--- config.mk ---
export PLATFORM = sky130hd
export DESIGN_NAME = exu_top
export DESIGN_NICKNAME = d
export VERILOG_FILES = /design/src/design/exu_pkg.sv /design/src/design/exu_operand_sel.sv /design/src/design/exu_alu.sv /design/src/design/exu_mul.sv /design/src/design/exu_div.sv /design/src/design/exu_ctl.sv /design/src/design/exu_top.sv
export VERILOG_INCLUDE_DIRS = /design/src /design/src/include
export SDC_FILE = /design/constraint.sdc
export NUM_CORES = 2
export LEC_CHECK = 0
export ABC_AREA = 1
export BUFFER_PORTS_ARGS = -buffer_cell sky130_fd_sc_hd__buf_4
export CAP_MARGIN = 20
export CORE_AREA = 2 2 300 302
export CTS_CLUSTER_DIAMETER = 50
export CTS_CLUSTER_SIZE = 12
export DETAILED_ROUTE_END_ITERATION = 10
export DIE_AREA = 0 0 302 304
export PLACE_DENSITY = 0.67
export RECOVER_POWER = 100
export SETUP_SLACK_MARGIN = 0.1
export SLEW_MARGIN = 15
export SYNTH_ARGS = -nofsm -noshare
export SYNTH_HDL_FRONTEND = slang
export SYNTH_SLANG_ARGS = --single-unit
--- constraint.sdc ---
create_clock -name clk -period 19.3 [get_ports clk]
set_input_delay 1.93 -clock clk [delete_from_list [all_inputs] [get_ports clk]]
set_output_delay 1.93 -clock clk [all_outputs]
set_load 0.01 [all_outputs]
--- src/include/exu_defs.svh ---
/*
 * Width, size and reset-value macros for the integer execute unit.
 * Included by the package and by every RTL module that sizes a port
 * or a register from these values.
 */
`ifndef EXU_DEFS_SVH
`define EXU_DEFS_SVH

// Datapath widths
`define EXU_XLEN         32
`define EXU_PCW          31
`define EXU_BRIMM_W      12

// Global branch history length
`define EXU_GHR_W        8

// Quotient bits produced by the divider, one per RUN cycle
`define EXU_DIV_STEPS    32

// Reset values
`define EXU_GHR_RST_VAL  {`EXU_GHR_W{1'b0}}
`define EXU_XRES_RST_VAL {`EXU_XLEN{1'b0}}

`endif

--- src/design/exu_pkg.sv ---
/*
 * Shared types of the execute unit: ALU opcodes, the decode packets
 * sent from D, the flush packet and the divider state encoding.
 * Modules refer to these by scoped names.
 */
`include "exu_defs.svh"

package exu_pkg;

   // ALU and branch opcodes
   typedef enum logic [3:0] {
      ALU_ADD = 4'd0,
      ALU_SUB = 4'd1,
      ALU_AND = 4'd2,
      ALU_OR  = 4'd3,
      ALU_XOR = 4'd4,
      ALU_SLL = 4'd5,
      ALU_SRL = 4'd6,
      ALU_SLT = 4'd7,   // Signed compare
      ALU_BEQ = 4'd8,
      ALU_BNE = 4'd9,
      ALU_BLT = 4'd10,  // Signed
      ALU_BGE = 4'd11,  // Signed
      ALU_JAL = 4'd12
   } alu_op_e;

   typedef struct packed {
      logic    valid;
      alu_op_e op;
   } alu_pkt_t;

   // X-stage bypass wins over R-stage bypass
   typedef struct packed {
      logic from_x;
      logic from_r;
   } byp_sel_t;

   typedef struct packed {
      logic valid;
      logic pred_taken;  // Prediction made at fetch
   } br_pkt_t;

   typedef struct packed {
      logic                flush;
      logic [`EXU_PCW-1:0] path;  // Redirect target, PC bits 31:1
   } flush_pkt_t;

   typedef struct packed {
      logic valid;
      logic rem;  // Return remainder instead of quotient
   } div_pkt_t;

   typedef enum logic [1:0] {
      DIV_IDLE = 2'd0,
      DIV_RUN  = 2'd1,
      DIV_DONE = 2'd2
   } div_state_e;

endpackage

--- src/design/exu_operand_sel.sv ---
/*
 * D-stage operand selection. Builds rs1 and rs2 from the X/R bypass,
 * the instruction PC, the GPR read data and the immediate.
 * Purely combinational.
 */
`timescale 1ns/1ps
`include "exu_defs.svh"

module exu_operand_sel (
   input  exu_pkg::byp_sel_t     i_rs1_byp_d,
   input  exu_pkg::byp_sel_t     i_rs2_byp_d,
   input  logic [`EXU_XLEN-1:0]  i_result_x,     // X-stage result
   input  logic [`EXU_XLEN-1:0]  i_result_r,     // R-stage result
   input  logic [`EXU_XLEN-1:0]  i_gpr_rs1_d,
   input  logic [`EXU_XLEN-1:0]  i_gpr_rs2_d,
   input  logic                  i_rs1_en_d,
   input  logic                  i_rs2_en_d,
   input  logic                  i_select_pc_d,  // PC to rs1, for jal and auipc
   input  logic [`EXU_PCW-1:0]   i_pc_d,
   input  logic [`EXU_XLEN-1:0]  i_immed_d,
   output logic [`EXU_XLEN-1:0]  o_rs1_d,
   output logic [`EXU_XLEN-1:0]  o_rs2_d
);

   logic                 rs1_byp_en;
   logic                 rs2_byp_en;
   logic [`EXU_XLEN-1:0] rs1_byp_data;
   logic [`EXU_XLEN-1:0] rs2_byp_data;

   // The younger X result is the more recent copy of the register
   function automatic logic [`EXU_XLEN-1:0] byp_mux(input exu_pkg::byp_sel_t sel,
                                                    input logic [`EXU_XLEN-1:0] res_x,
                                                    input logic [`EXU_XLEN-1:0] res_r);
      return sel.from_x ? res_x : res_r;
   endfunction

   assign rs1_byp_en   = i_rs1_byp_d.from_x | i_rs1_byp_d.from_r;
   assign rs2_byp_en   = i_rs2_byp_d.from_x | i_rs2_byp_d.from_r;
   assign rs1_byp_data = byp_mux(i_rs1_byp_d, i_result_x, i_result_r);
   assign rs2_byp_data = byp_mux(i_rs2_byp_d, i_result_x, i_result_r);

   assign o_rs1_d = rs1_byp_en    ? rs1_byp_data     :
                    i_select_pc_d ? {i_pc_d, 1'b0}   :  // Halfword PC, bit 0 clear
                    i_rs1_en_d    ? i_gpr_rs1_d      :
                                    '0;

   assign o_rs2_d = rs2_byp_en    ? rs2_byp_data     :
                    i_rs2_en_d    ? i_gpr_rs2_d      :
                                    i_immed_d;

endmodule

--- src/design/exu_alu.sv ---
/*
 * Single-cycle ALU. Computes the result at D and registers it into X,
 * resolves branches at D and raises the upper flush with the redirect
 * path in the same cycle on a mispredict.
 */
`timescale 1ns/1ps
`include "exu_defs.svh"

module exu_alu (
   input  logic                     clk,
   input  logic                     i_rst_n,
   input  exu_pkg::alu_pkt_t        i_ap,
   input  exu_pkg::br_pkt_t         i_br_p,
   input  logic [`EXU_XLEN-1:0]     i_a_d,
   input  logic [`EXU_XLEN-1:0]     i_b_d,
   input  logic [`EXU_PCW-1:0]      i_pc_d,
   input  logic [`EXU_BRIMM_W-1:0]  i_br_immed_d,   // Offset in halfwords
   output logic [`EXU_XLEN-1:0]     o_result_x,
   output exu_pkg::flush_pkt_t      o_upper_flush,
   output logic                     o_taken_d,
   output logic                     o_br_valid_d
);

   localparam int XLEN  = `EXU_XLEN;
   localparam int PCW   = `EXU_PCW;
   localparam int BRW   = `EXU_BRIMM_W;
   localparam int SHW   = $clog2(XLEN);

   logic [XLEN-1:0] result_d;
   logic [PCW-1:0]  pc_inc_d;
   logic [PCW-1:0]  br_offset_d;
   logic [PCW-1:0]  target_d;
   logic            lt_d;
   logic            is_cmp_d;
   logic            cond_d;

   assign lt_d        = $signed(i_a_d) < $signed(i_b_d);
   assign pc_inc_d    = i_pc_d + PCW'(2);                                  // PC+4
   assign br_offset_d = {{(PCW-BRW){i_br_immed_d[BRW-1]}}, i_br_immed_d};  // Sign extend

   always_comb begin
      result_d = '0;
      is_cmp_d = 1'b0;
      cond_d   = 1'b0;
      case (i_ap.op)
         exu_pkg::ALU_ADD: result_d = i_a_d + i_b_d;
         exu_pkg::ALU_SUB: result_d = i_a_d - i_b_d;
         exu_pkg::ALU_AND: result_d = i_a_d & i_b_d;
         exu_pkg::ALU_OR:  result_d = i_a_d | i_b_d;
         exu_pkg::ALU_XOR: result_d = i_a_d ^ i_b_d;
         exu_pkg::ALU_SLL: result_d = i_a_d << i_b_d[SHW-1:0];
         exu_pkg::ALU_SRL: result_d = i_a_d >> i_b_d[SHW-1:0];
         exu_pkg::ALU_SLT: result_d = {{(XLEN-1){1'b0}}, lt_d};
         exu_pkg::ALU_BEQ: begin
            is_cmp_d = 1'b1;
            cond_d   = (i_a_d == i_b_d);
         end
         exu_pkg::ALU_BNE: begin
            is_cmp_d = 1'b1;
            cond_d   = (i_a_d != i_b_d);
         end
         exu_pkg::ALU_BLT: begin
            is_cmp_d = 1'b1;
            cond_d   = lt_d;
         end
         exu_pkg::ALU_BGE: begin
            is_cmp_d = 1'b1;
            cond_d   = ~lt_d;
         end
         exu_pkg::ALU_JAL: result_d = {pc_inc_d, 1'b0};  // Link address
         default:          result_d = '0;
      endcase
   end

   // Branch resolution at D
   assign o_taken_d    = i_ap.valid & ((i_ap.op == exu_pkg::ALU_JAL) | (is_cmp_d & cond_d));
   assign o_br_valid_d = i_br_p.valid & i_ap.valid;
   assign target_d     = o_taken_d ? (i_pc_d + br_offset_d) : pc_inc_d;

   assign o_upper_flush.flush = o_br_valid_d & (o_taken_d ^ i_br_p.pred_taken);
   assign o_upper_flush.path  = target_d;

   always_ff @(posedge clk) begin
      if (!i_rst_n) begin
         o_result_x <= `EXU_XRES_RST_VAL;
      end else if (i_ap.valid) begin
         o_result_x <= result_d;
      end
   end

endmodule

--- src/design/exu_mul.sv ---
/*
 * Unsigned multiplier, one pipeline stage. The low half of the
 * product of the D operands is available at X.
 */
`timescale 1ns/1ps
`include "exu_defs.svh"

module exu_mul (
   input  logic                  clk,
   input  logic                  i_rst_n,
   input  logic                  i_valid_d,
   input  logic [`EXU_XLEN-1:0]  i_a_d,
   input  logic [`EXU_XLEN-1:0]  i_b_d,
   output logic [`EXU_XLEN-1:0]  o_product_x
);

   localparam int XLEN = `EXU_XLEN;

   logic [XLEN-1:0]   a_gated;
   logic [XLEN-1:0]   b_gated;
   logic [2*XLEN-1:0] product_d;

   // Keep the array quiet when no multiply is issued
   assign a_gated   = i_a_d & {XLEN{i_valid_d}};
   assign b_gated   = i_b_d & {XLEN{i_valid_d}};
   assign product_d = a_gated * b_gated;

   always_ff @(posedge clk) begin
      if (!i_rst_n) begin
         o_product_x <= `EXU_XRES_RST_VAL;
      end else if (i_valid_d) begin
         o_product_x <= product_d[XLEN-1:0];  // Low word only
      end
   end

endmodule

--- src/design/exu_div.sv ---
/*
 * Iterative unsigned restoring divider. One quotient bit per cycle in
 * RUN, then a DONE cycle that loads the write-back register. The result
 * is written back EXU_DIV_STEPS+2 cycles after the start at D.
 * A cancel while busy drops the operation without write-back.
 */
`timescale 1ns/1ps
`include "exu_defs.svh"

module exu_div (
   input  logic                  clk,
   input  logic                  i_rst_n,
   input  exu_pkg::div_pkt_t     i_dp,
   input  logic                  i_cancel,
   input  logic [`EXU_XLEN-1:0]  i_dividend_d,
   input  logic [`EXU_XLEN-1:0]  i_divisor_d,
   output logic                  o_wren,
   output logic [`EXU_XLEN-1:0]  o_result,
   output logic                  o_busy
);

   localparam int XLEN  = `EXU_XLEN;
   localparam int STEPS = `EXU_DIV_STEPS;
   localparam int CNT_W = $clog2(STEPS);

   exu_pkg::div_state_e state_q;
   logic [CNT_W-1:0]    cnt_q;
   logic [XLEN-1:0]     rem_q;      // Partial remainder
   logic [XLEN-1:0]     quot_q;     // Dividend shifts out, quotient shifts in
   logic [XLEN-1:0]     divisor_q;
   logic                rem_sel_q;
   logic [XLEN:0]       shifted;
   logic [XLEN:0]       diff;
   logic                ge;
   logic                start;

   assign o_busy  = (state_q != exu_pkg::DIV_IDLE);
   assign start   = (state_q == exu_pkg::DIV_IDLE) & i_dp.valid;

   // One restoring step
   assign shifted = {rem_q, quot_q[XLEN-1]};
   assign diff    = shifted - {1'b0, divisor_q};
   assign ge      = (shifted >= {1'b0, divisor_q});

   always_ff @(posedge clk) begin
      if (!i_rst_n) begin
         state_q <= exu_pkg::DIV_IDLE;
         cnt_q   <= '0;
      end else if (o_busy & i_cancel) begin
         state_q <= exu_pkg::DIV_IDLE;  // Killed, no write-back
      end else begin
         case (state_q)
            exu_pkg::DIV_IDLE: begin
               if (i_dp.valid) begin
                  state_q <= exu_pkg::DIV_RUN;
                  cnt_q   <= '0;
               end
            end
            exu_pkg::DIV_RUN: begin
               cnt_q <= cnt_q + 1'b1;
               if (cnt_q == CNT_W'(STEPS-1)) begin
                  state_q <= exu_pkg::DIV_DONE;
               end
            end
            exu_pkg::DIV_DONE: state_q <= exu_pkg::DIV_IDLE;
            default:           state_q <= exu_pkg::DIV_IDLE;
         endcase
      end
   end

   // With a zero divisor every step subtracts nothing, so the quotient
   // fills with ones and the remainder ends up holding the dividend
   always_ff @(posedge clk) begin
      if (start) begin
         rem_q     <= '0;
         quot_q    <= i_dividend_d;
         divisor_q <= i_divisor_d;
         rem_sel_q <= i_dp.rem;
      end else if (state_q == exu_pkg::DIV_RUN) begin
         rem_q  <= ge ? diff[XLEN-1:0] : shifted[XLEN-1:0];
         quot_q <= {quot_q[XLEN-2:0], ge};
      end
   end

   always_ff @(posedge clk) begin
      if (!i_rst_n) begin
         o_wren   <= 1'b0;
         o_result <= `EXU_XRES_RST_VAL;
      end else begin
         o_wren <= (state_q == exu_pkg::DIV_DONE) & ~i_cancel;  // Single-cycle pulse
         if (state_q == exu_pkg::DIV_DONE) begin
            o_result <= rem_sel_q ? rem_q : quot_q;
         end
      end
   end

   // Decode must stall a second divide until this one retires
   a_no_start_while_busy: assert property (@(posedge clk) disable iff (!i_rst_n)
      i_dp.valid |-> !o_busy)
      else $error("divide issued while divider busy");

endmodule

--- src/design/exu_ctl.sv ---
/*
 * Execute-unit control. Picks the X result between ALU and multiplier,
 * keeps the global branch history at X, arbitrates the lower and upper
 * flush sources and turns cancel or lower flush into a divider kill.
 */
`timescale 1ns/1ps
`include "exu_defs.svh"

module exu_ctl (
   input  logic                   clk,
   input  logic                   i_rst_n,
   input  logic                   i_mul_valid_d,
   input  logic [`EXU_XLEN-1:0]   i_alu_result_x,
   input  logic [`EXU_XLEN-1:0]   i_mul_product_x,
   input  exu_pkg::flush_pkt_t    i_upper_flush,    // Mispredict from D
   input  logic                   i_flush_lower_r,  // Older flush from R
   input  logic [`EXU_PCW-1:0]    i_flush_path_r,
   input  logic                   i_br_valid_d,
   input  logic                   i_taken_d,
   input  logic                   i_div_cancel_ext,
   input  logic                   i_div_busy,
   output logic [`EXU_XLEN-1:0]   o_result_x,
   output exu_pkg::flush_pkt_t    o_flush,
   output logic [`EXU_GHR_W-1:0]  o_ghr,
   output logic                   o_div_kill
);

   localparam int GHR_W = `EXU_GHR_W;

   logic mul_valid_x;
   logic ghr_upd_d;

   always_ff @(posedge clk) begin
      if (!i_rst_n) begin
         mul_valid_x <= 1'b0;
      end else begin
         mul_valid_x <= i_mul_valid_d;
      end
   end

   assign o_result_x = mul_valid_x ? i_mul_product_x : i_alu_result_x;

   // A lower flush kills the branch at D, so history skips it
   assign ghr_upd_d = i_br_valid_d & ~i_flush_lower_r;

   always_ff @(posedge clk) begin
      if (!i_rst_n) begin
         o_ghr <= `EXU_GHR_RST_VAL;
      end else if (ghr_upd_d) begin
         o_ghr <= {o_ghr[GHR_W-2:0], i_taken_d};  // Newest outcome in bit 0
      end
   end

   // The R-stage flush is older and takes priority
   always_comb begin
      o_flush.flush = i_flush_lower_r | i_upper_flush.flush;
      if (i_flush_lower_r) begin
         o_flush.path = i_flush_path_r;
      end else if (i_upper_flush.flush) begin
         o_flush.path = i_upper_flush.path;
      end else begin
         o_flush.path = '0;
      end
   end

   assign o_div_kill = (i_div_cancel_ext | i_flush_lower_r) & i_div_busy;

   // Any flush leaving the unit comes from R or from a valid branch at D
   a_flush_source: assert property (@(posedge clk) disable iff (!i_rst_n)
      o_flush.flush |-> (i_flush_lower_r || i_br_valid_d))
      else $error("flush raised without a lower flush or a valid branch");

endmodule

--- src/design/exu_top.sv ---
/*
 * Integer execute unit top level. Connects operand selection, ALU,
 * multiplier, divider and control. The X result is fed back to the
 * operand bypass.
 */
`timescale 1ns/1ps
`include "exu_defs.svh"

module exu_top (
   input  logic                     clk,
   input  logic                     i_rst_n,
   input  exu_pkg::alu_pkt_t        i_ap,
   input  logic                     i_mul_valid_d,
   input  exu_pkg::div_pkt_t        i_div_p,
   input  logic [`EXU_XLEN-1:0]     i_gpr_rs1_d,
   input  logic [`EXU_XLEN-1:0]     i_gpr_rs2_d,
   input  logic                     i_rs1_en_d,
   input  logic                     i_rs2_en_d,
   input  logic [`EXU_XLEN-1:0]     i_immed_d,
   input  logic                     i_select_pc_d,
   input  logic [`EXU_PCW-1:0]      i_pc_d,
   input  logic [`EXU_BRIMM_W-1:0]  i_br_immed_d,
   input  exu_pkg::byp_sel_t        i_rs1_byp_d,
   input  exu_pkg::byp_sel_t        i_rs2_byp_d,
   input  logic [`EXU_XLEN-1:0]     i_result_r,
   input  exu_pkg::br_pkt_t         i_br_p,
   input  logic                     i_div_cancel,
   input  logic                     i_flush_lower_r,
   input  logic [`EXU_PCW-1:0]      i_flush_path_r,
   output logic [`EXU_XLEN-1:0]     o_result_x,
   output exu_pkg::flush_pkt_t      o_flush,
   output logic [`EXU_GHR_W-1:0]    o_ghr,
   output logic                     o_div_wren,
   output logic [`EXU_XLEN-1:0]     o_div_result,
   output logic                     o_div_busy
);

   logic [`EXU_XLEN-1:0] rs1_d;
   logic [`EXU_XLEN-1:0] rs2_d;
   logic [`EXU_XLEN-1:0] alu_result_x;
   logic [`EXU_XLEN-1:0] mul_product_x;
   exu_pkg::flush_pkt_t  upper_flush;
   logic                 taken_d;
   logic                 br_valid_d;
   logic                 div_kill;

   exu_operand_sel operand_sel_inst (
      .i_rs1_byp_d(i_rs1_byp_d), .i_rs2_byp_d(i_rs2_byp_d),
      .i_result_x(o_result_x), .i_result_r(i_result_r),
      .i_gpr_rs1_d(i_gpr_rs1_d), .i_gpr_rs2_d(i_gpr_rs2_d),
      .i_rs1_en_d(i_rs1_en_d), .i_rs2_en_d(i_rs2_en_d),
      .i_select_pc_d(i_select_pc_d), .i_pc_d(i_pc_d), .i_immed_d(i_immed_d),
      .o_rs1_d(rs1_d), .o_rs2_d(rs2_d));

   exu_alu alu_inst (
      .clk(clk), .i_rst_n(i_rst_n), .i_ap(i_ap), .i_br_p(i_br_p),
      .i_a_d(rs1_d), .i_b_d(rs2_d), .i_pc_d(i_pc_d), .i_br_immed_d(i_br_immed_d),
      .o_result_x(alu_result_x), .o_upper_flush(upper_flush),
      .o_taken_d(taken_d), .o_br_valid_d(br_valid_d));

   exu_mul mul_inst (
      .clk(clk), .i_rst_n(i_rst_n), .i_valid_d(i_mul_valid_d),
      .i_a_d(rs1_d), .i_b_d(rs2_d), .o_product_x(mul_product_x));

   exu_div div_inst (
      .clk(clk), .i_rst_n(i_rst_n), .i_dp(i_div_p), .i_cancel(div_kill),
      .i_dividend_d(rs1_d), .i_divisor_d(rs2_d),
      .o_wren(o_div_wren), .o_result(o_div_result), .o_busy(o_div_busy));

   exu_ctl ctl_inst (
      .clk(clk), .i_rst_n(i_rst_n), .i_mul_valid_d(i_mul_valid_d),
      .i_alu_result_x(alu_result_x), .i_mul_product_x(mul_product_x),
      .i_upper_flush(upper_flush), .i_flush_lower_r(i_flush_lower_r),
      .i_flush_path_r(i_flush_path_r), .i_br_valid_d(br_valid_d), .i_taken_d(taken_d),
      .i_div_cancel_ext(i_div_cancel), .i_div_busy(o_div_busy),
      .o_result_x(o_result_x), .o_flush(o_flush), .o_ghr(o_ghr), .o_div_kill(div_kill));

endmodule

Yosys cells after proc, flatten, opt, wreduce, memory -nomap -nowiden
Index checks and enable logic that the tools add are counted.
W data, S select, Z words.
{"block": "word_totals", "register_bits": 210, "input_bits": 223, "output_inout_bits": 106, "elab_cells": 99}
{"block": "classes", "n_addsub": 6, "multipliers": 1, "order_cmp": 2, "eq_ne": 19, "shift": 2, "muxes": 23, "bitwise_logic": 25, "reduce_logical": 9}
{"cell": "$mux W32", "count": 12}
{"cell": "$pmux W32 S9", "count": 1}
{"cell": "$and A32 B32 Y32", "count": 3}
{"cell": "$mux W31", "count": 3}
{"cell": "$sub A32 B32 Y32", "count": 2}
{"cell": "$ge A33 B32 Y1", "count": 1}
{"cell": "$add A32 B32 Y32", "count": 1}
{"cell": "$eq A32 B32 Y1", "count": 1}
{"cell": "$lt A32 B32 Y1", "count": 1}
{"cell": "$mul A32 B32 Y32", "count": 1}
{"cell": "$ne A32 B32 Y1", "count": 1}
{"cell": "$or A32 B32 Y32", "count": 1}
{"cell": "$shl A32 B5 Y32", "count": 1}
{"cell": "$shr A32 B5 Y32", "count": 1}
{"cell": "$xor A32 B32 Y32", "count": 1}
{"cell": "$add A31 B2 Y31 const B", "count": 1}
{"cell": "$add A31 B31 Y31", "count": 1}
{"cell": "$eq A4 B4 Y1 const B", "count": 5}
{"cell": "$eq A4 B3 Y1 const B", "count": 4}
{"cell": "$pmux W5 S2", "count": 1}
{"cell": "$and A1 B1 Y1", "count": 9}
{"cell": "$eq A4 B2 Y1 const B", "count": 2}
{"cell": "$reduce_bool A2 Y1", "count": 3}
{"cell": "$add A5 B1 Y5 const B", "count": 1}
{"cell": "other kinds (20)", "count": 29}

Longest topological paths before layout
{"block": "logic_depth", "word_depth": 13, "depth_mapped": 42, "ltp_nobuf": 41}

By module
A second synthesis with hierarchy kept.
{"block": "unflattened", "hier_cells": 6872, "hier_area_um2": 42778.5}
{"module": "exu_mul", "instances": 1, "cells_each": 2120, "area_per_inst_um2": 16774.8, "seq_area_each_um2": 640.6}
{"module": "exu_alu", "instances": 1, "cells_each": 2681, "area_per_inst_um2": 13668.1, "seq_area_each_um2": 640.6}
{"module": "exu_div", "instances": 1, "cells_each": 1185, "area_per_inst_um2": 8251.7, "seq_area_each_um2": 3393.3}
{"module": "exu_operand_sel", "instances": 1, "cells_each": 621, "area_per_inst_um2": 2733.9, "seq_area_each_um2": 0.0}
{"module": "exu_ctl", "instances": 1, "cells_each": 265, "area_per_inst_um2": 1350.0, "seq_area_each_um2": 180.2}

Worst setup path after synthesis
Ideal clock, no wire load.
{"block": "synth_timing", "path_type": "input to register", "startpoint": "in i_rs2_byp_d[1] (netlist bit)", "endpoint": "reg mul_inst.o_product_x[31]", "setup_time_ps": 109, "t_arrival_ps": 9074, "t_required_ps": 19191, "setup_slack_ps": 10117, "cell_stages": 36, "path_buffers": 3, "path_cell_list": "nor2_2 buf_4 buf_4 nand2_1 nand2_1 inv_1 nor2_1 clkinv_1 clkbuf_1 nor2_1 fa_1 fa_1 inv_1 fa_1 fa_1 inv_1 fa_1 inv_1 fa_1 fa_1 fa_1 inv_1 ha_1 nand2_1 nor3_1 nand3_1 nand3_1 nand2_1 nand2_1 nand2_1 a21oi_1 nor2_1 nand3_1 nand3_1 nand2_1 inv_1"}
{"block": "synth_via", "elab_chain_len": 4, "word_cells_on_any_way": 5, "cone_classes": "mul: 1; mux: 2; bitwise: 2"}
{"item": "from (decl)", "line_no": "exu_top.sv:24", "rtl": "input exu_pkg::byp_sel_t i_rs2_byp_d,"}
{"item": "$mux W32 or $or A1 B1 Y1 (tied branches)", "line_no": "exu_operand_sel.sv:34, exu_operand_sel.sv:38"}
{"item": "$mux W32 *", "line_no": "exu_operand_sel.sv:47", "rtl": "assign o_rs2_d = rs2_byp_en ? rs2_byp_data :"}
{"item": "net alu_inst.i_b_d[5]", "line_no": "exu_alu.sv:15", "rtl": "input logic [`EXU_XLEN-1:0] i_b_d,"}
{"item": "$and A32 B32 Y32 *", "line_no": "exu_mul.sv:25", "rtl": "assign b_gated = i_b_d & {XLEN{i_valid_d}};"}
{"item": "$mul A32 B32 Y32 *", "line_no": "exu_mul.sv:26", "rtl": "assign product_d = a_gated * b_gated;"}
{"item": "to (signal assigned)", "line_no": "exu_mul.sv:30", "rtl": "o_product_x <= `EXU_XRES_RST_VAL;"}
{"item": "to (signal assigned)", "line_no": "exu_mul.sv:32", "rtl": "o_product_x <= product_d[XLEN-1:0];"}
{"item": "to (decl)", "line_no": "exu_mul.sv:14", "rtl": "output logic [`EXU_XLEN-1:0] o_product_x"}
The timed path passes the listed nets; every way through them passes the cells marked *.
A chain may end at the register's enable or synchronous reset.

==> results_tabular.tex <==
\begin{tabular}{lr}
\hline
Metric & Value \\
\hline
\multicolumn{2}{l}{\textbf{Run status}} \\
\quad Result of the run & finished with violations \\
\quad Failing checks & capacitance limit, slew limit \\
\multicolumn{2}{l}{\textbf{Worst setup path}} \\
\quad Cell with the largest stage delay on the worst path & clkbuf\_1 \\
\quad Worst path max stage delay & 2.35 ns \\
\quad Number of cells on the worst reg-to-reg path & 34 \\
\quad CP max FO & 66 \\
\quad Required arrival time at the worst endpoint & 17.37 ns \\
\quad Startpoint of the worst-slack reg-to-reg timing path & ctl\_inst.mul\_valid\_x \\
\quad Arrival time reported for the critical path endpoint & 12.64 ns \\
\quad Worst reg-to-reg setup slack & 6.89 ns \\
\quad Worst setup SP type & primary input \\
\quad Cell repeated most along the worst path & nand2\_1 \\
\quad Crit end category & primary output \\
\quad List of cells traversed by the critical path & clkbuf\_1 > nor2\_1 > nand3\_1 > nand2\_1 > clkbuf\_1 > ha\_1 > inv\_1 > a21oi\_1 > o21bai\_2 > a21oi\_1 > o21ai\_0 > nand2\_1 > nand3\_1 > nand2\_1 > nand3\_1 > nand4\_2 > nand2\_2 > inv\_2 > nand2\_1 > nand2\_1 > o21ai\_0 > buf\_4 \\
\quad Worst R2R End & mul\_inst.o\_product\_x[31] \\
\quad Worst setup path category & in -> out \\
\multicolumn{2}{l}{\textbf{Place}} \\
\quad Count of buffers from port buffering & 328 \\
\quad Minimum setup slack after placement & 7.92 ns \\
\quad Post-placement cell count & 7339 \\
\quad Placer's final routability congestion estimate & 1.06 \\
\quad DPL Wire Length & 153000 microns \\
\multicolumn{2}{l}{\textbf{Finish}} \\
\quad Final Net Count & 7126 \\
\quad Multi-input logic area & 0.0297 sq mm \\
\quad Flip-flop and latch area & 0.00485 sq mm \\
\quad Number of non-filler instances in the completed layout & 7411 \\
\quad Most frequent cells in the layout & nand2\_1, inv\_1, nor2\_1, o21ai\_0, fa\_1 \\
\quad Antenna diode instance count & 0 \\
\quad Share of layout cells above drive strength 1 & 7.41\% \\
\quad Most common cell after layout, fill and taps aside & nand2\_1 \\
\quad Fillcell total & 9374 \\
\quad Area growth, synth to finish & 10.6\% \\
\multicolumn{2}{l}{\textbf{Logic synthesis}} \\
\quad Ys flop type & dfxtp\_1 \\
\quad Fraction of the yosys area taken by sequential cells & 12.3\% \\
\quad Count of warnings emitted by yosys & 0 \\
\quad Share of synthesized registers carrying an async set or reset & 0\% \\
\quad Per-instance average area after synthesis & 6.56 sq um \\
\quad Mapped Area & 0.0395 sq mm \\
\quad EDFF count, synth & 65 \\
\quad Post-Synthesis Cells & 6018 \\
\quad Post-synthesis net count & 6938 \\
\quad Count of unique library cells instantiated by Yosys & 72 \\
\quad Total of flip-flops plus latches after synthesis & 210 \\
\multicolumn{2}{l}{\textbf{STA}} \\
\quad Max transition margin & -145\% \\
\quad Setup repair after global routing missed its margin & false \\
\quad Endpoints failing hold & 0 \\
\quad Transition time at the pin with the least slew margin & 3.67 ns \\
\quad Max-slew violation count & 577 \\
\quad TNS Setup & 0 ns \\
\quad Post-route fraction of the period consumed by the critical path & 75.5\% \\
\quad Setup clock skew after layout & 0.0410 ns \\
\quad Achievable frequency & 68.6 MHz \\
\quad Final worst slack & 4.73 ns \\
\quad Post-route worst hold slack & 0.466 ns \\
\quad Final setup vio count & 0 \\
\quad Minimum clock period & 14.57 ns \\
\multicolumn{2}{l}{\textbf{Detailed routing}} \\
\quad Detailed-routing iteration count for the pre-antenna-repair pass & 8 \\
\quad Avg WL per Cell & 25.4 microns \\
\quad Remaining number of nets flagged by the antenna check after routing & 0 \\
\quad 1st-iter DRT viols & 4995 \\
\quad Drc violations & 0 \\
\quad Routed via count & 42517 \\
\quad Average vias per placed instance & 5.74 \\
\quad Final WL & 188000 microns \\
\multicolumn{2}{l}{\textbf{Clock network}} \\
\quad Buffer levels on the longest clock path & 3 \\
\quad Clock Tree Root & clkbuf\_16 \\
\quad Clock-pin transition on the worst setup and hold timing paths & 0.04 ns \\
\quad CTS tree & done \\
\quad Number of sinks on the clock net & 210 \\
\quad Number of levels in the clock H-tree & 2 \\
\quad Insertion delay to the later sink of the worst-skew pair & 0.61 ns \\
\quad Post CTS Setup Buffer Count & 0 \\
\quad Clock buffer count from CTS & 38 \\
\quad Number of buffers added to fix hold violations after cts & 0 \\
\quad Number of gates resized after cts & 0 \\
\multicolumn{2}{l}{\textbf{Global route}} \\
\quad Met1 usage & 54.7\% \\
\quad Overall routing resource usage & 40.8\% \\
\quad Global-route wire length before repair & 275000 microns \\
\quad GR Overflow Total & 0 \\
\quad Busiest metal layer after global routing & met2 \\
\quad Met3 Resource Use GR & 10.6\% \\
\quad Number of antenna violations at the first check in global routing & 11 \\
\quad Met2 usage in global routing & 60.9\% \\
\quad Maximum number of pins on one net before global-route repair & 69 \\
\quad Vias in the first global route & 41221 \\
\multicolumn{2}{l}{\textbf{Floorplan}} \\
\quad Die span in y & 304 microns \\
\quad Std-Cell Rows & 110 \\
\quad Area of the die & 0.0918 sq mm \\
\quad Number of top-level pins & 329 \\
\quad Starting utilization of the core area & 44.3\% \\
\quad Floorplan die width & 302 microns \\
\quad Placeable core region & 0.0890 sq mm \\
\multicolumn{2}{l}{\textbf{Worst hold path}} \\
\quad Endpoint with the worst hold slack & alu\_inst.o\_result\_x[27] \\
\quad Startpoint of the most critical hold path & alu\_inst.o\_result\_x[27] \\
\quad Hold-critical path depth & 2 \\
\quad Type of the most critical hold path & reg -> reg \\
\multicolumn{2}{l}{\textbf{Pwr}} \\
\quad Total power per unit cell area & 116 mW/mm\^{}2 \\
\quad Leakage power total & 21.9 nW \\
\quad Highest ir drop seen on vdd & 0.183 mV \\
\multicolumn{2}{l}{\textbf{Job}} \\
\quad Reported max-cap violation count & 16 \\
\hline
\end{tabular}
==> cells by family after synthesis <==
logic type / after synthesis / synth area share [%]
AOI/OAI and AO/OA: 1060 / 14.9
xor gates and xnor gates: 111 / 2.46
adders and majority gates: 697 / 29.9
buffers and inverters: 1210 / 12.2
DFF: 210 / 12.3
muxes: 6 / 0.152
and+or+nand+nor: 2724 / 28.1
==> power breakdown <==
part / internal (mW) / total, mW / switching [mW]
Clock: 0.395 / 0.678 / 0.283
Sequential: 0.546 / 0.614 / 0.0685
Combinational: 1.24 / 3.76 / 2.52
Total: 2.18 / 5.05 / 2.87
==> routing by layer <==
layer / vias to the layer above / part of all wire (%)
met5: - / 0.041
met4: 12 / 5.8
met3: 464 / 12
met2: 2367 / 42
met1: 20298 / 40
li1: 19376 / -
==> synth_stat cells, drive strengths merged (44+ instances only) <==
library cell	count	area (sq um)
fa	412	8250
xnor2	47	412
xor2	64	561
o211ai	44	330
buf	133	749
o21ai	505	2550
a21oi	365	1830
dfxtp	145	2900
inv	929	3490
ha	285	3570
clkbuf	130	490
nor3	51	265
nand4	44	282
nand2	1632	6190
nand3	309	1570
edfxtp	65	1950
nor2	637	2440
==> area by class of cell <==
class | count | area share, %
well taps | 1176 | 3.37
repair buffers | 411 | 6.32
clock inverters | 25 | 0.651
flip-flops and latches | 210 | 11.1
inverters | 947 | 8.15
clock buffers | 44 | 2.25
multi-input cells | 4598 | 68.1
==> worst max-delay path: cells and delay by family <==
kind,cells,cell delay [ns]
compound gates,5,1.47
fa+ha+maj,1,0.65
buf+inv,5,3.76
simple gates,11,4.71
==> per-stage QoR <==
step                cell area, sq um  total power [mW]  util [%]
floorplan                      39500              2.93         -
global placement               42800              4.25      48.0
detailed placement             42800              4.24      48.0
CTS                            44000              4.97      49.5
global route                   43600              5.46      49.0
finish                         43600              5.05      49.0
==> worst max-delay path by stage <==
stage	from	endpoint	slack [ns]	depth (start not counted)
after floorplan	i_rs2_byp_d[1]	mul_inst.o_product_x[31]	10.12	36
after global placement	i_rs2_byp_d[1]	mul_inst.o_product_x[31]	8.19	34
after detailed placement	i_rs2_byp_d[1]	mul_inst.o_product_x[31]	7.92	34
after CTS	i_rs2_byp_d[1]	mul_inst.o_product_x[31]	8.54	34
after global routing	i_rs2_byp_d[1]	o_flush[23]	3.93	22
final	i_rs2_byp_d[1]	o_flush[23]	4.73	22
==> registers in the layout, summed over array words and instances, names as in the netlist <==
register	flops
div_inst.o_wren	1
div_inst.state_q	2
ctl_inst.o_ghr	8
alu_inst.o_result_x	32
div_inst.rem_q	32
mul_inst.o_product_x	32
div_inst.divisor_q	32
div_inst.quot_q	32
div_inst.cnt_q	5
div_inst.rem_sel_q	1
div_inst.o_result	32
ctl_inst.mul_valid_x	1
(Power assumes the default switching activity.)
